## src/axi_regs_params.svh

```systemverilog
/*
  Bus widths, register count and VERSION field layout for the register block.
  Status packing assumes a 32-bit data bus with two 16-bit counters.
*/
`ifndef AXI_REGS_PARAMS_SVH
`define AXI_REGS_PARAMS_SVH

// AXI4-Lite bus widths
`define AXI_ADDR_WIDTH      8
`define AXI_DATA_WIDTH      32

// Number of 32-bit register words decoded
`define REG_COUNT           4

// Version values
`define VER_MAJOR           1
`define VER_MINOR           0
`define VER_REVISION        0

// Bit positions inside the VERSION word, all other bits read zero
`define VER_MAJOR_RANGE     31:28
`define VER_MINOR_RANGE     27:20
`define VER_REVISION_RANGE  19:16

`endif

```

## src/axi_regs_pkg.sv

```systemverilog
/*
  Shared types for the register block.
  Register index encoding is the word address, i.e. byte address bits 3:2.
*/
package axi_regs_pkg;

  // Register word index
  typedef enum logic [1:0] {
    REG_CONTROL = 2'd0,
    REG_STATUS  = 2'd1,
    REG_VERSION = 2'd2,
    REG_SCRATCH = 2'd3
  } reg_index_e;

  // AXI response codes, only the two used here
  typedef enum logic [1:0] {
    RESP_OKAY   = 2'b00,
    RESP_SLVERR = 2'b10
  } axi_resp_e;

  // Decode FSM
  typedef enum logic [1:0] {
    DEC_IDLE,
    DEC_WRITE_REQ,
    DEC_READ_REQ,
    DEC_WAIT
  } decode_state_e;

endpackage

```

## src/reg_req_if.sv

```systemverilog
/*
  Register request from decode to execute.
  Valid is a single-cycle pulse with no ready; the sink must act on every pulse.
*/
`timescale 1ns/1ps
`include "axi_regs_params.svh"

interface reg_req_if;
  import axi_regs_pkg::*;

  // One pulse per accepted transaction
  logic                        valid;
  // High for write, low for read
  logic                        write;
  reg_index_e                  index;
  logic [`AXI_DATA_WIDTH-1:0]  wdata;
  // Address beyond the register map
  logic                        invalid;

  modport source (output valid, output write, output index, output wdata, output invalid);
  modport sink   (input valid, input write, input index, input wdata, input invalid);

endinterface

```

## src/reg_rsp_if.sv

```systemverilog
/*
  Register outcome from execute to result.
  Valid is a single-cycle pulse; rdata is zero for writes and failed reads.
*/
`timescale 1ns/1ps
`include "axi_regs_params.svh"

interface reg_rsp_if;
  import axi_regs_pkg::*;

  // One pulse per completed register access
  logic                        valid;
  // Selects B or R channel downstream
  logic                        write;
  logic [`AXI_DATA_WIDTH-1:0]  rdata;
  axi_resp_e                   resp;

  modport source (output valid, output write, output rdata, output resp);
  modport sink   (input valid, input write, input rdata, input resp);

endinterface

```

## src/axi_lite_decode.sv

```systemverilog
/*
  AXI4-Lite AW/W/AR acceptance, one transaction in flight at a time.
  Writes win over a read offered in the same cycle. No WSTRB, no PROT.
  Address bits 1:0 are ignored; word index >= REG_COUNT is flagged invalid.
*/
`timescale 1ns/1ps
`include "axi_regs_params.svh"

module axi_lite_decode (
  input  logic                         clk,
  input  logic                         w_axi_rst,

  input  logic                         i_awvalid,
  input  logic [`AXI_ADDR_WIDTH-1:0]   i_awaddr,
  output logic                         o_awready,

  input  logic                         i_wvalid,
  input  logic [`AXI_DATA_WIDTH-1:0]   i_wdata,
  output logic                         o_wready,

  input  logic                         i_arvalid,
  input  logic [`AXI_ADDR_WIDTH-1:0]   i_araddr,
  output logic                         o_arready,

  input  logic                         i_busy,
  reg_req_if.source                    req
);
  import axi_regs_pkg::*;

  localparam int WORD_W = `AXI_ADDR_WIDTH - 2;

  decode_state_e               state_q;
  decode_state_e               state_d;
  logic                        aw_got_q;
  logic                        w_got_q;
  logic                        busy_seen_q;
  logic [`AXI_ADDR_WIDTH-1:0]  addr_q;
  logic [`AXI_DATA_WIDTH-1:0]  wdata_q;
  logic                        idle;
  logic                        aw_hs;
  logic                        w_hs;
  logic                        ar_hs;
  logic [WORD_W-1:0]           word_idx;

  assign idle = (state_q == DEC_IDLE);

  // AW and W taken independently, each once per write
  assign o_awready = idle && !aw_got_q;
  assign o_wready  = idle && !w_got_q;
  // Read held off by any pending or offered write half
  assign o_arready = idle && !aw_got_q && !w_got_q && !i_awvalid && !i_wvalid;

  assign aw_hs = i_awvalid && o_awready;
  assign w_hs  = i_wvalid && o_wready;
  assign ar_hs = i_arvalid && o_arready;

  always_comb begin
    state_d = state_q;
    case (state_q)
      DEC_IDLE: begin
        // Both write halves present, counting this cycle's handshakes
        if ((aw_got_q || aw_hs) && (w_got_q || w_hs)) begin
          state_d = DEC_WRITE_REQ;
        end else if (ar_hs) begin
          state_d = DEC_READ_REQ;
        end
      end
      DEC_WRITE_REQ,
      DEC_READ_REQ: begin
        state_d = DEC_WAIT;
      end
      DEC_WAIT: begin
        // Response went out and the master has taken it
        if (busy_seen_q && !i_busy) begin
          state_d = DEC_IDLE;
        end
      end
      default: begin
        state_d = DEC_IDLE;
      end
    endcase
  end

  always_ff @(posedge clk) begin
    if (w_axi_rst) begin
      state_q     <= DEC_IDLE;
      aw_got_q    <= 1'b0;
      w_got_q     <= 1'b0;
      busy_seen_q <= 1'b0;
    end else begin
      state_q <= state_d;
      // Capture flags clear as the write request is issued
      if (state_d == DEC_WRITE_REQ) begin
        aw_got_q <= 1'b0;
        w_got_q  <= 1'b0;
      end else begin
        if (aw_hs) begin
          aw_got_q <= 1'b1;
        end
        if (w_hs) begin
          w_got_q <= 1'b1;
        end
      end
      // Remember that busy rose while waiting
      busy_seen_q <= (state_d == DEC_WAIT) && (busy_seen_q || i_busy);
    end
  end

  // Shared address holder, AW and AR never accepted together
  always_ff @(posedge clk) begin
    if (aw_hs) begin
      addr_q <= i_awaddr;
    end else if (ar_hs) begin
      addr_q <= i_araddr;
    end
    if (w_hs) begin
      wdata_q <= i_wdata;
    end
  end

  // Drop byte offset
  assign word_idx = addr_q[`AXI_ADDR_WIDTH-1:2];

  // Request pulse lasts the single cycle spent in a REQ state
  assign req.valid   = (state_q == DEC_WRITE_REQ) || (state_q == DEC_READ_REQ);
  assign req.write   = (state_q == DEC_WRITE_REQ);
  assign req.index   = reg_index_e'(word_idx[1:0]);
  assign req.wdata   = wdata_q;
  assign req.invalid = (word_idx >= WORD_W'(`REG_COUNT));

endmodule

```

## src/axi_lite_result.sv

```systemverilog
/*
  B and R channel holding registers.
  Valid and payload stay steady until the matching ready; busy covers both.
*/
`timescale 1ns/1ps
`include "axi_regs_params.svh"

module axi_lite_result (
  input  logic                         clk,
  input  logic                         w_axi_rst,
  input  logic                         i_bready,
  input  logic                         i_rready,
  reg_rsp_if.sink                      rsp,

  output logic                         o_bvalid,
  output logic [1:0]                   o_bresp,
  output logic                         o_rvalid,
  output logic [`AXI_DATA_WIDTH-1:0]   o_rdata,
  output logic [1:0]                   o_rresp,
  output logic                         o_busy
);
  import axi_regs_pkg::*;

  logic                        bvalid_q;
  logic                        rvalid_q;
  axi_resp_e                   bresp_q;
  axi_resp_e                   rresp_q;
  logic [`AXI_DATA_WIDTH-1:0]  rdata_q;

  always_ff @(posedge clk) begin
    if (w_axi_rst) begin
      bvalid_q <= 1'b0;
      rvalid_q <= 1'b0;
    end else begin
      // Write outcome goes to B
      if (rsp.valid && rsp.write) begin
        bvalid_q <= 1'b1;
      end else if (bvalid_q && i_bready) begin
        bvalid_q <= 1'b0;
      end
      // Read outcome goes to R
      if (rsp.valid && !rsp.write) begin
        rvalid_q <= 1'b1;
      end else if (rvalid_q && i_rready) begin
        rvalid_q <= 1'b0;
      end
    end
  end

  // Payload loads only with the pulse, so it holds under back-pressure
  always_ff @(posedge clk) begin
    if (rsp.valid) begin
      if (rsp.write) begin
        bresp_q <= rsp.resp;
      end else begin
        rresp_q <= rsp.resp;
        rdata_q <= rsp.rdata;
      end
    end
  end

  assign o_bvalid = bvalid_q;
  assign o_bresp  = bresp_q;
  assign o_rvalid = rvalid_q;
  assign o_rresp  = rresp_q;
  assign o_rdata  = rdata_q;

  // Decode stays parked while either channel holds a response
  assign o_busy = bvalid_q || rvalid_q;

endmodule

```

## src/axi_regs_top.sv

```systemverilog
/*
  AXI4-Lite register block top: decode, execute, result.
  Synchronous active-high reset. Write strobes and PROT are not provided.
  Latency from last address/data handshake to BVALID or RVALID is 3 cycles.
*/
`timescale 1ns/1ps
`include "axi_regs_params.svh"

module axi_regs_top (
  input  logic                         clk,
  input  logic                         w_axi_rst,

  // Write address
  input  logic                         i_awvalid,
  input  logic [`AXI_ADDR_WIDTH-1:0]   i_awaddr,
  output logic                         o_awready,

  // Write data
  input  logic                         i_wvalid,
  input  logic [`AXI_DATA_WIDTH-1:0]   i_wdata,
  output logic                         o_wready,

  // Write response
  output logic                         o_bvalid,
  input  logic                         i_bready,
  output logic [1:0]                   o_bresp,

  // Read address
  input  logic                         i_arvalid,
  input  logic [`AXI_ADDR_WIDTH-1:0]   i_araddr,
  output logic                         o_arready,

  // Read data
  output logic                         o_rvalid,
  input  logic                         i_rready,
  output logic [`AXI_DATA_WIDTH-1:0]   o_rdata,
  output logic [1:0]                   o_rresp,

  // CONTROL register contents
  output logic [`AXI_DATA_WIDTH-1:0]   o_control
);

  reg_req_if req_if ();
  reg_rsp_if rsp_if ();

  // Response pending, from result back to decode
  logic busy;

  axi_lite_decode axi_lite_decode_inst (
    .clk        (clk),
    .w_axi_rst  (w_axi_rst),
    .i_awvalid  (i_awvalid),
    .i_awaddr   (i_awaddr),
    .o_awready  (o_awready),
    .i_wvalid   (i_wvalid),
    .i_wdata    (i_wdata),
    .o_wready   (o_wready),
    .i_arvalid  (i_arvalid),
    .i_araddr   (i_araddr),
    .o_arready  (o_arready),
    .i_busy     (busy),
    .req        (req_if.source)
  );

  reg_execute reg_execute_inst (
    .clk        (clk),
    .w_axi_rst  (w_axi_rst),
    .req        (req_if.sink),
    .rsp        (rsp_if.source),
    .o_control  (o_control)
  );

  axi_lite_result axi_lite_result_inst (
    .clk        (clk),
    .w_axi_rst  (w_axi_rst),
    .i_bready   (i_bready),
    .i_rready   (i_rready),
    .rsp        (rsp_if.sink),
    .o_bvalid   (o_bvalid),
    .o_bresp    (o_bresp),
    .o_rvalid   (o_rvalid),
    .o_rdata    (o_rdata),
    .o_rresp    (o_rresp),
    .o_busy     (busy)
  );

endmodule

```

## src/reg_execute.sv

```systemverilog
/*
  Register file: CONTROL and SCRATCH read/write, STATUS and VERSION read-only.
  STATUS packs read count in 31:16 and write count in 15:0, both wrapping.
  Counters include failed accesses; a STATUS read returns pre-read counts.
*/
`timescale 1ns/1ps
`include "axi_regs_params.svh"

module reg_execute (
  input  logic                         clk,
  input  logic                         w_axi_rst,
  reg_req_if.sink                      req,
  reg_rsp_if.source                    rsp,
  output logic [`AXI_DATA_WIDTH-1:0]   o_control
);
  import axi_regs_pkg::*;

  // Field types sized by the VERSION ranges
  typedef logic [`VER_MAJOR_RANGE]    ver_major_t;
  typedef logic [`VER_MINOR_RANGE]    ver_minor_t;
  typedef logic [`VER_REVISION_RANGE] ver_revision_t;

  logic [`AXI_DATA_WIDTH-1:0]  control_q;
  logic [`AXI_DATA_WIDTH-1:0]  scratch_q;
  logic [15:0]                 wr_count_q;
  logic [15:0]                 rd_count_q;
  logic [`AXI_DATA_WIDTH-1:0]  version_word;
  logic [`AXI_DATA_WIDTH-1:0]  read_mux;
  logic                        rsp_valid_q;
  logic                        rsp_write_q;
  logic [`AXI_DATA_WIDTH-1:0]  rdata_q;
  axi_resp_e                   resp_q;

  // Constant VERSION word, unused bits zero
  always_comb begin
    version_word                       = '0;
    version_word[`VER_MAJOR_RANGE]     = ver_major_t'(`VER_MAJOR);
    version_word[`VER_MINOR_RANGE]     = ver_minor_t'(`VER_MINOR);
    version_word[`VER_REVISION_RANGE]  = ver_revision_t'(`VER_REVISION);
  end

  // Read select
  always_comb begin
    case (req.index)
      REG_CONTROL: read_mux = control_q;
      REG_STATUS:  read_mux = `AXI_DATA_WIDTH'({rd_count_q, wr_count_q});
      REG_VERSION: read_mux = version_word;
      REG_SCRATCH: read_mux = scratch_q;
      default:     read_mux = '0;
    endcase
  end

  always_ff @(posedge clk) begin
    if (w_axi_rst) begin
      control_q   <= '0;
      scratch_q   <= '0;
      wr_count_q  <= '0;
      rd_count_q  <= '0;
      rsp_valid_q <= 1'b0;
    end else begin
      // Response pulse one cycle behind the request
      rsp_valid_q <= req.valid;
      if (req.valid) begin
        // Count every access, good or bad
        if (req.write) begin
          wr_count_q <= wr_count_q + 16'd1;
        end else begin
          rd_count_q <= rd_count_q + 16'd1;
        end
        // Only the writable words take data
        if (req.write && !req.invalid) begin
          case (req.index)
            REG_CONTROL: control_q <= req.wdata;
            REG_SCRATCH: scratch_q <= req.wdata;
            default: begin
            end
          endcase
        end
      end
    end
  end

  // Outcome payload, meaningful only with the pulse
  always_ff @(posedge clk) begin
    if (req.valid) begin
      rsp_write_q <= req.write;
      resp_q      <= req.invalid ? RESP_SLVERR : RESP_OKAY;
      // Zero for writes and out-of-range reads
      rdata_q     <= (req.write || req.invalid) ? '0 : read_mux;
    end
  end

  assign rsp.valid = rsp_valid_q;
  assign rsp.write = rsp_write_q;
  assign rsp.rdata = rdata_q;
  assign rsp.resp  = resp_q;

  assign o_control = control_q;

endmodule

```

## config.mk

```make
export PLATFORM = sky130hd
export DESIGN_NAME = axi_regs_top
export DESIGN_NICKNAME = d
export VERILOG_FILES = /design/src/axi_regs_pkg.sv /design/src/reg_req_if.sv /design/src/reg_rsp_if.sv /design/src/axi_lite_decode.sv /design/src/axi_lite_result.sv /design/src/axi_regs_top.sv /design/src/reg_execute.sv
export VERILOG_INCLUDE_DIRS = /design/src /design/src/src
export SDC_FILE = /design/constraint.sdc
export NUM_CORES = 1
export LEC_CHECK = 0
export ABC_AREA = 1
export BUFFER_PORTS_ARGS = -buffer_cell sky130_fd_sc_hd__buf_2
export CORE_UTILIZATION = 35
export CTS_CLUSTER_SIZE = 14
export DETAILED_ROUTE_END_ITERATION = 8
export PLACE_DENSITY_LB_ADDON = 0.2
export SLEW_MARGIN = 20
export SYNTH_ARGS = -nofsm -noshare
export SYNTH_HDL_FRONTEND = slang
export SYNTH_HIERARCHICAL = 1
export SYNTH_SLANG_ARGS = --single-unit
```

## constraint.sdc

```tcl
create_clock -name clk -period 5.9 [get_ports clk]
set_input_delay 0.59 -clock clk [delete_from_list [all_inputs] [get_ports clk]]
set_output_delay 0.59 -clock clk [all_outputs]
set_load 0.02 [all_outputs]
```

==> flow_metrics.py, run 1 <==
metrics = {
    "run_status": {
        "status": "finished clean",
    },
    "grt": {
        "grt_pass1_vias": 5600,
        "grt_use_met2_pct": 22.60,
        "grt_max_degree": 92,
        "grtUsageTotal_pct": 16.09,
        "antenna_found_initial": 0,
        "use_met3_pct": 2.753,
        "gr-total-overflow": 0,
        "grt_pass1_wl_mm": 30.74,
        "top_usage_layer": "met1",
        "met1_usage_pct": 24.71,
    },
    "cts": {
        "cts_hold_buf": 0,
        "tritoncts": "done",
        "cts_inserted_buffers": 23,
        "h-tree-depth": 1,
        "cts_buffer_depth": 3,
        "cts_repair_resize_count": 0,
        "clk_pin_slew_worst_paths_ps": 60,
        "cts_root_buf": "clkbuf_16",
        "clock-sinks": 212,
        "clock_latency_ps": 520,
        "post_cts_buffers": 0,
    },
    "power_and_ir_drop": {
        "power.leakage_nw": 3.980,
        "combPwrFrac_pct": 15.7,
        "swShare_pct": 28.49,
        "p_switching_w": 0.001139,
        "ir_drop_v": 0.0002237,
        "powerDensity_nw_per_um2": 399.6,
        "p_int_w": 0.002858,
        "pwr-share-clk_pct": 34.5,
        "p_seq_share_pct": 49.8,
    },
    "layout": {
        "final_nets": 1040,
        "fillers": 2372,
        "multi_input_area_sq_um": 2396,
        "syn_to_final_growth_pct": 18.98,
        "utilization_pct": 42.49,
        "layout-drive-gt1-share_pct": 18.27,
        "n_antenna_cell": 0,
        "regArea_sq_um": 5325,
    },
    "routing": {
        "drtPass1Iterations": 5,
        "vias_per_cell": 4.564,
        "drc": 0,
        "vias": 6002,
        "wl_per_cell_um": 14.87,
        "ant_nets": 0,
        "finalWirelength_mm": 19.55,
        "initialDrtViolationCount": 344,
    },
    "floorplan": {
        "die_w_um": 157.0,
        "start_util_pct": 35.71,
        "dieArea_sq_um": 24640,
        "core_area_sq_um": 23540,
        "rows": 56,
        "io_pins": 128,
        "die_y_um": 157.0,
    },
    "synthesis": {
        "synth_seq_cells": 212,
        "netlist_area_sq_um": 8407,
        "yosysWarningCount": 6,
        "syn_nets": 921,
        "synth_edf_count": 108,
        "avgSynthCellArea_sq_um": 9.775,
        "synthArstFlopShare_pct": 0,
        "synth_cell_type_count": 41,
        "ys_seq_area_share_pct": 63.34,
        "synthFlopType": "edfxtp_1",
        "synthCells": 860,
    },
    "timing": {
        "fin_worst_skew_ps": 25.86,
        "worst_slew_pin_slew_ps": 1062,
        "finalHoldViolCount": 0,
        "setup-violations-final": 0,
        "fmax_mhz": 339.3,
        "finalCriticalPeriod_ps": 2948,
        "setup_tns_ps": 0,
        "rsz0062_at_grt": "no",
        "maxSlewHeadroom_pct": 29.08,
        "period_share_pct": 49.96,
        "maxSlewViolCount": 0,
    },
    "flow_run": {
        "max_cap_violations": 0,
    },
    "critical_path": {
        "required_ps": 6350,
        "cp_cell_sequence": "inv_1, ha_1, buf_4, nand2_2, nor2_1, nand2_1, buf_4, inv_2, nor2_1, nor2_1",
        "worst_setup_path_end_kind": "flip-flop",
        "crit_slowest_cell": "buf_4",
        "crit_fanout": 38,
        "crit_buf_inv": 4,
        "cp.arrival_ps": 3400,
        "start_kind": "flip-flop",
        "cp_common_cell": "nor2_1",
        "cp_slowest_stage_delay_ps": 430,
        "critical_path_class": "reg -> reg",
        "critPathTopFamily": "buffers and inverters",
    },
    "place": {
        "dp_hpwl_mm": 13.54,
        "io_buffers": 123,
        "globalplace.congestion": 0.8117,
    },
    "hold_path": {
        "hp-class": "in -> reg",
    },
}
-- Yosys cell counts, types with 4 or more instances --
library cell	instances	area share, %
o21ai_0	65	3.9
buf_4	5	0.45
nand2_1	113	5.0
o22ai_1	7	0.52
edfxtp_1	108	39
buf_6	6	0.80
mux2_1	4	0.54
ha_1	6	0.89
inv_1	125	5.6
nor2_1	105	4.7
o211ai_1	7	0.63
dfxtp_1	104	25
nand2_2	4	0.30
nand4_1	4	0.30
o21ai_1	32	1.9
nand3_1	29	1.7
nor3_1	5	0.30
clkbuf_1	21	0.94
a21oi_1	64	3.8
o221ai_1	14	1.5
-- power groups by stage --
stage	Clock, W	Sequential, W	Combinational [W]
6_report	0.00138	0.00199	0.000628
5_1_grt	0.00148	0.00202	0.000704
4_1_cts	0.00142	0.00199	0.000641
3_5_place_dp	0	0.00202	0.000639
3_3_place_gp	0	0.00202	0.000634
2_1_floorplan	0	0.00205	0.000392
-- metal layers --
metal | up-vias | wire length [um]
met5 | - | 0
met4 | 0 | 465
met3 | 35 | 1031
met2 | 145 | 7864
met1 | 2721 | 10190
li1 | 3101 | -
-- final cells by class --
class	instances	area share [%]
flip-flops and latches	212	53.24
multi-input cells	482	23.96
clock buffers	39	7.068
repair buffers	130	6.680
inverters	130	4.879
well taps	319	3.990
clock inverters	3	0.1876
-- placed cells by master, fill, tap and decap left out, types with 5 or more instances in the layout --
cell       instances
dfxtp_1          104
clkbuf_8           5
o221ai_1          14
nand2_1          113
o21ai_0           65
nor2_1           105
o21ai_1           32
clkbuf_1          10
buf_4              7
o211ai_1           7
edfxtp_1         108
inv_1            125
buf_2            123
o22ai_1            7
ha_1               6
a21oi_1           64
clkbuf_16         24
nor3_1             5
nand3_1           29
-- through the flow --
step	hold WS (ps)	setup WS, ps	instance area (sq um)	instances	total power (W)
after global placement	404.3	2899	9276	1273	0.002650
after floorplan	400.3	2360	8407	860	0.002440
after CTS	225.1	2874	10000	1315	0.004054
after global routing	225.7	2567	10000	1315	0.004196
final	239.5	2952	10000	1315	0.003997
after detailed placement	404.5	2881	9276	1273	0.002662
-- flip-flops by register name, summed over array words and instances, names as in the netlist, 2 cells and up --
name / flops
axi_lite_decode_inst/addr_q: 6
axi_lite_decode_inst/req.wdata: 32
axi_lite_decode_inst/state_q: 2
axi_lite_result_inst/o_bresp: 2
axi_lite_result_inst/o_rdata: 32
axi_lite_result_inst/o_rresp: 2
reg_execute_inst/o_control: 32
reg_execute_inst/rd_count_q: 16
reg_execute_inst/rsp.rdata: 32
reg_execute_inst/scratch_q: 32
reg_execute_inst/wr_count_q: 16
-- cell families after synthesis --
kind of cell	Yosys count	synth area share, %
AOI/OAI and AO/OA	194	12.67
xor gates and xnor gates	1	0.1042
adders and majority gates	6	0.8930
buffers and inverters	166	8.215
DFF	212	63.34
muxes	6	0.8036
other	1	0.04461
and+or+nand+nor	274	13.93
-- final timing paths --
check,from,to,slack (ps),cells after the start
worst max-delay path,axi_lite_decode_inst/state_q[0]$_SDFF_PP0_,reg_execute_inst/o_control[1]$_SDFFE_PP0P_,2950,10
worst min-delay path,i_wdata[25],axi_lite_decode_inst/req.wdata[25]$_DFFE_PP_,240,1
worst max register to register,axi_lite_decode_inst/state_q[0]$_SDFF_PP0_,reg_execute_inst/o_control[1]$_SDFFE_PP0P_,2950,10
worst min register to register,reg_execute_inst/rsp.rdata[11]$_SDFFCE_PP0P_,axi_lite_result_inst/o_rdata[11]$_DFFE_PP_,420,0
-- worst register-to-register path: stages, from the launching register on --
cell and delay [ps]:
dfxtp_1 410, inv_1 90, ha_1 280, buf_4 430, nand2_2 260, nor2_1 140
nand2_1 350, buf_4 400, inv_2 360, nor2_1 90, nor2_1 110
Power figures use the tool's default switching activity.
==> run 2, diff against run 1 <==
==> constraint.sdc (replaced) <==
create_clock -name clk -period 3 [get_ports clk]
set_input_delay 0.3 -clock clk [delete_from_list [all_inputs] [get_ports clk]]
set_output_delay 0.3 -clock clk [all_outputs]
set_load 0.02 [all_outputs]
==> flow_metrics.py, run 2 (synthesis results as in run 1) <==
metrics = {
    "place": {
        "place_area_sq_um": 9310,
        "dp_hpwl_mm": 13.53,
        "globalplace.congestion": 0.8510,
        "io_buffers": 123,
    },
    "critical_path": {
        "rr_endpoint": "reg_execute_inst/scratch_q[1]$_SDFFE_PP0P_",
        "crit_buf_inv": 2,
        "start_kind": "flip-flop",
        "critical_path_class": "reg -> reg",
        "cp_cell_sequence": "inv_1, ha_1, nand2_2, nor3_2, inv_2, o21ai_0, a21oi_1",
        "cp.arrival_ps": 2800,
        "required_ps": 3430,
        "critPathTopFamily": "buffers and inverters",
        "crit_slowest_cell": "inv_2",
        "r2r_slack_ps": 630,
        "worst_setup_path_end_kind": "flip-flop",
        "crit_fanout": 63,
        "rr_worst_depth": 7,
        "cp_slowest_stage_delay_ps": 760,
        "regToRegStartpoint": "axi_lite_decode_inst/state_q[0]$_SDFF_PP0_",
    },
    "timing": {
        "setup_tns_ps": 0,
        "worst_slew_pin_slew_ps": 1054,
        "maxSlewHeadroom_pct": 29.63,
        "rsz0062_at_grt": "no",
        "setup-violations-final": 0,
        "fmax_mhz": 421.4,
        "fin_worst_skew_ps": 20.85,
        "period_share_pct": 79.09,
        "finalCriticalPeriod_ps": 2373,
        "holdWs_ps": 49.63,
        "maxSlewViolCount": 0,
        "finalHoldViolCount": 0,
    },
    "hold_path": {
        "hold_end": "axi_lite_result_inst/o_bvalid$_SDFFE_PP0P_",
        "worst_hold_startpoint": "i_bready",
        "hold_depth": 4,
        "hp-class": "in -> reg",
    },
    "layout": {
        "syn_to_final_growth_pct": 24.36,
        "layout_commonest_cell": "inv_1",
        "layout-drive-gt1-share_pct": 18.41,
        "design_area_sq_um": 10460,
        "fillers": 2371,
        "final_nets": 1075,
        "final_cell_mix": "inv_1 (125), buf_2 (123), nand2_1 (113), edfxtp_1 (108), nor2_1 (105)",
        "n_antenna_cell": 0,
    },
    "floorplan": {
        "start_util_pct": 35.71,
        "die_y_um": 157.0,
        "die_w_um": 157.0,
        "rows": 56,
        "io_pins": 128,
        "dieArea_sq_um": 24640,
        "core_area_sq_um": 23540,
    },
    "grt": {
        "grt_pass1_wl_mm": 30.26,
        "grt_pass1_vias": 5483,
        "grt_max_degree": 64,
        "grtUsageTotal_pct": 15.92,
        "gr-total-overflow": 0,
        "antenna_found_initial": 0,
    },
    "routing": {
        "drtPass1Iterations": 5,
        "finalWirelength_mm": 19.21,
        "initialDrtViolationCount": 317,
        "drc": 0,
        "wl_per_cell_um": 14.22,
        "vias": 6026,
        "vias_per_cell": 4.460,
        "ant_nets": 0,
    },
    "cts": {
        "cts_buffer_depth": 3,
        "cts_repair_resize_count": 0,
        "cts_root_buf": "clkbuf_16",
        "tritoncts": "done",
        "clock_latency_ps": 520,
        "clk_pin_slew_worst_paths_ps": 60,
        "clock-sinks": 212,
        "cts_inserted_buffers": 24,
        "h-tree-depth": 1,
    },
    "run_status": {
        "status": "finished clean",
    },
    "power_and_ir_drop": {
        "ir_drop_v": 0.0004112,
        "powerDensity_nw_per_um2": 786.5,
        "power.leakage_nw": 4.182,
    },
    "flow_run": {
        "max_cap_violations": 0,
    },
}
## run 2: changes by cell type in the layout (fill, tap and decap cells not counted), sizes merged
cell	delta
dlygate4sd3	+32
clkbuf	-8
bufinv	+4
clkinv	+4
inv	+1
clkinvlp	+1
buf	+2
## run 2: how the worst max path moves through the flow
stage / start / endpoint / cells after the start
3_5_place_dp: axi_lite_decode_inst/state_q[0]$_SDFF_PP0_ / reg_execute_inst/scratch_q[1]$_SDFFE_PP0P_ / 7
2_1_floorplan: axi_lite_decode_inst/state_q[0]$_SDFF_PP0_ / reg_execute_inst/scratch_q[10]$_SDFFE_PP0P_ / 8
5_1_grt: axi_lite_decode_inst/state_q[0]$_SDFF_PP0_ / reg_execute_inst/scratch_q[0]$_SDFFE_PP0P_ / 7
3_3_place_gp: axi_lite_decode_inst/state_q[0]$_SDFF_PP0_ / reg_execute_inst/scratch_q[31]$_SDFFE_PP0P_ / 7
6_report: axi_lite_decode_inst/state_q[0]$_SDFF_PP0_ / reg_execute_inst/scratch_q[1]$_SDFFE_PP0P_ / 7
4_1_cts: axi_lite_decode_inst/state_q[0]$_SDFF_PP0_ / reg_execute_inst/scratch_q[1]$_SDFFE_PP0P_ / 7
## run 2: report_power, final
part	total, W	leakage (nW)	switching, W	internal [W]
Clock	0.00303	0.405	0.00115	0.00189
Sequential	0.00391	1.86	0.000196	0.00371
Combinational	0.00128	1.92	0.000927	0.000352
## run 2: stage by stage
stage               power (W)  utilization (%)  setup slack (ps)  std cells
finish               0.008223            44.41             627.2       1351
floorplan            0.004796                -             528.4        860
detailed placement   0.005240            39.55             635.4       1275
CTS                  0.008345            44.41             606.7       1351
global route         0.008611            44.41             422.1       1351
global placement     0.005227            39.55             660.1       1275
## run 2: cell type report
cell class / count / area (sq um) / share of cell area, %
multi-input combinational: 482 / 2402 / 22.98
clock buffer: 31 / 658.1 / 6.295
clock inverter: 13 / 166.4 / 1.592
sequential: 212 / 5325 / 50.93
timing repair buffer: 164 / 1016 / 9.718
tap: 319 / 399.1 / 3.818
inverter: 130 / 488.0 / 4.667
## run 2: worst min-delay path: stages
cell	delay, ps
buf_2	70
inv_1	30
nand2_1	60
a21oi_2	50
## run 2: repair_timing
item                      CTS  global route
hold buffers               32             0
hold endpoints to repair   32             0
buffers inserted            0             0
## run 2: metal layers
| metal | wire length, um | share of wire (%) | global-route usage, % |
|---|---|---|---|
| met5 | 0 | 0 | 0 |
| met4 | 320 | 1.7 | 4.482 |
| met3 | 1143 | 6.0 | 2.808 |
| met2 | 7748 | 40 | 22.69 |
| met1 | 9994 | 52 | 24.35 |
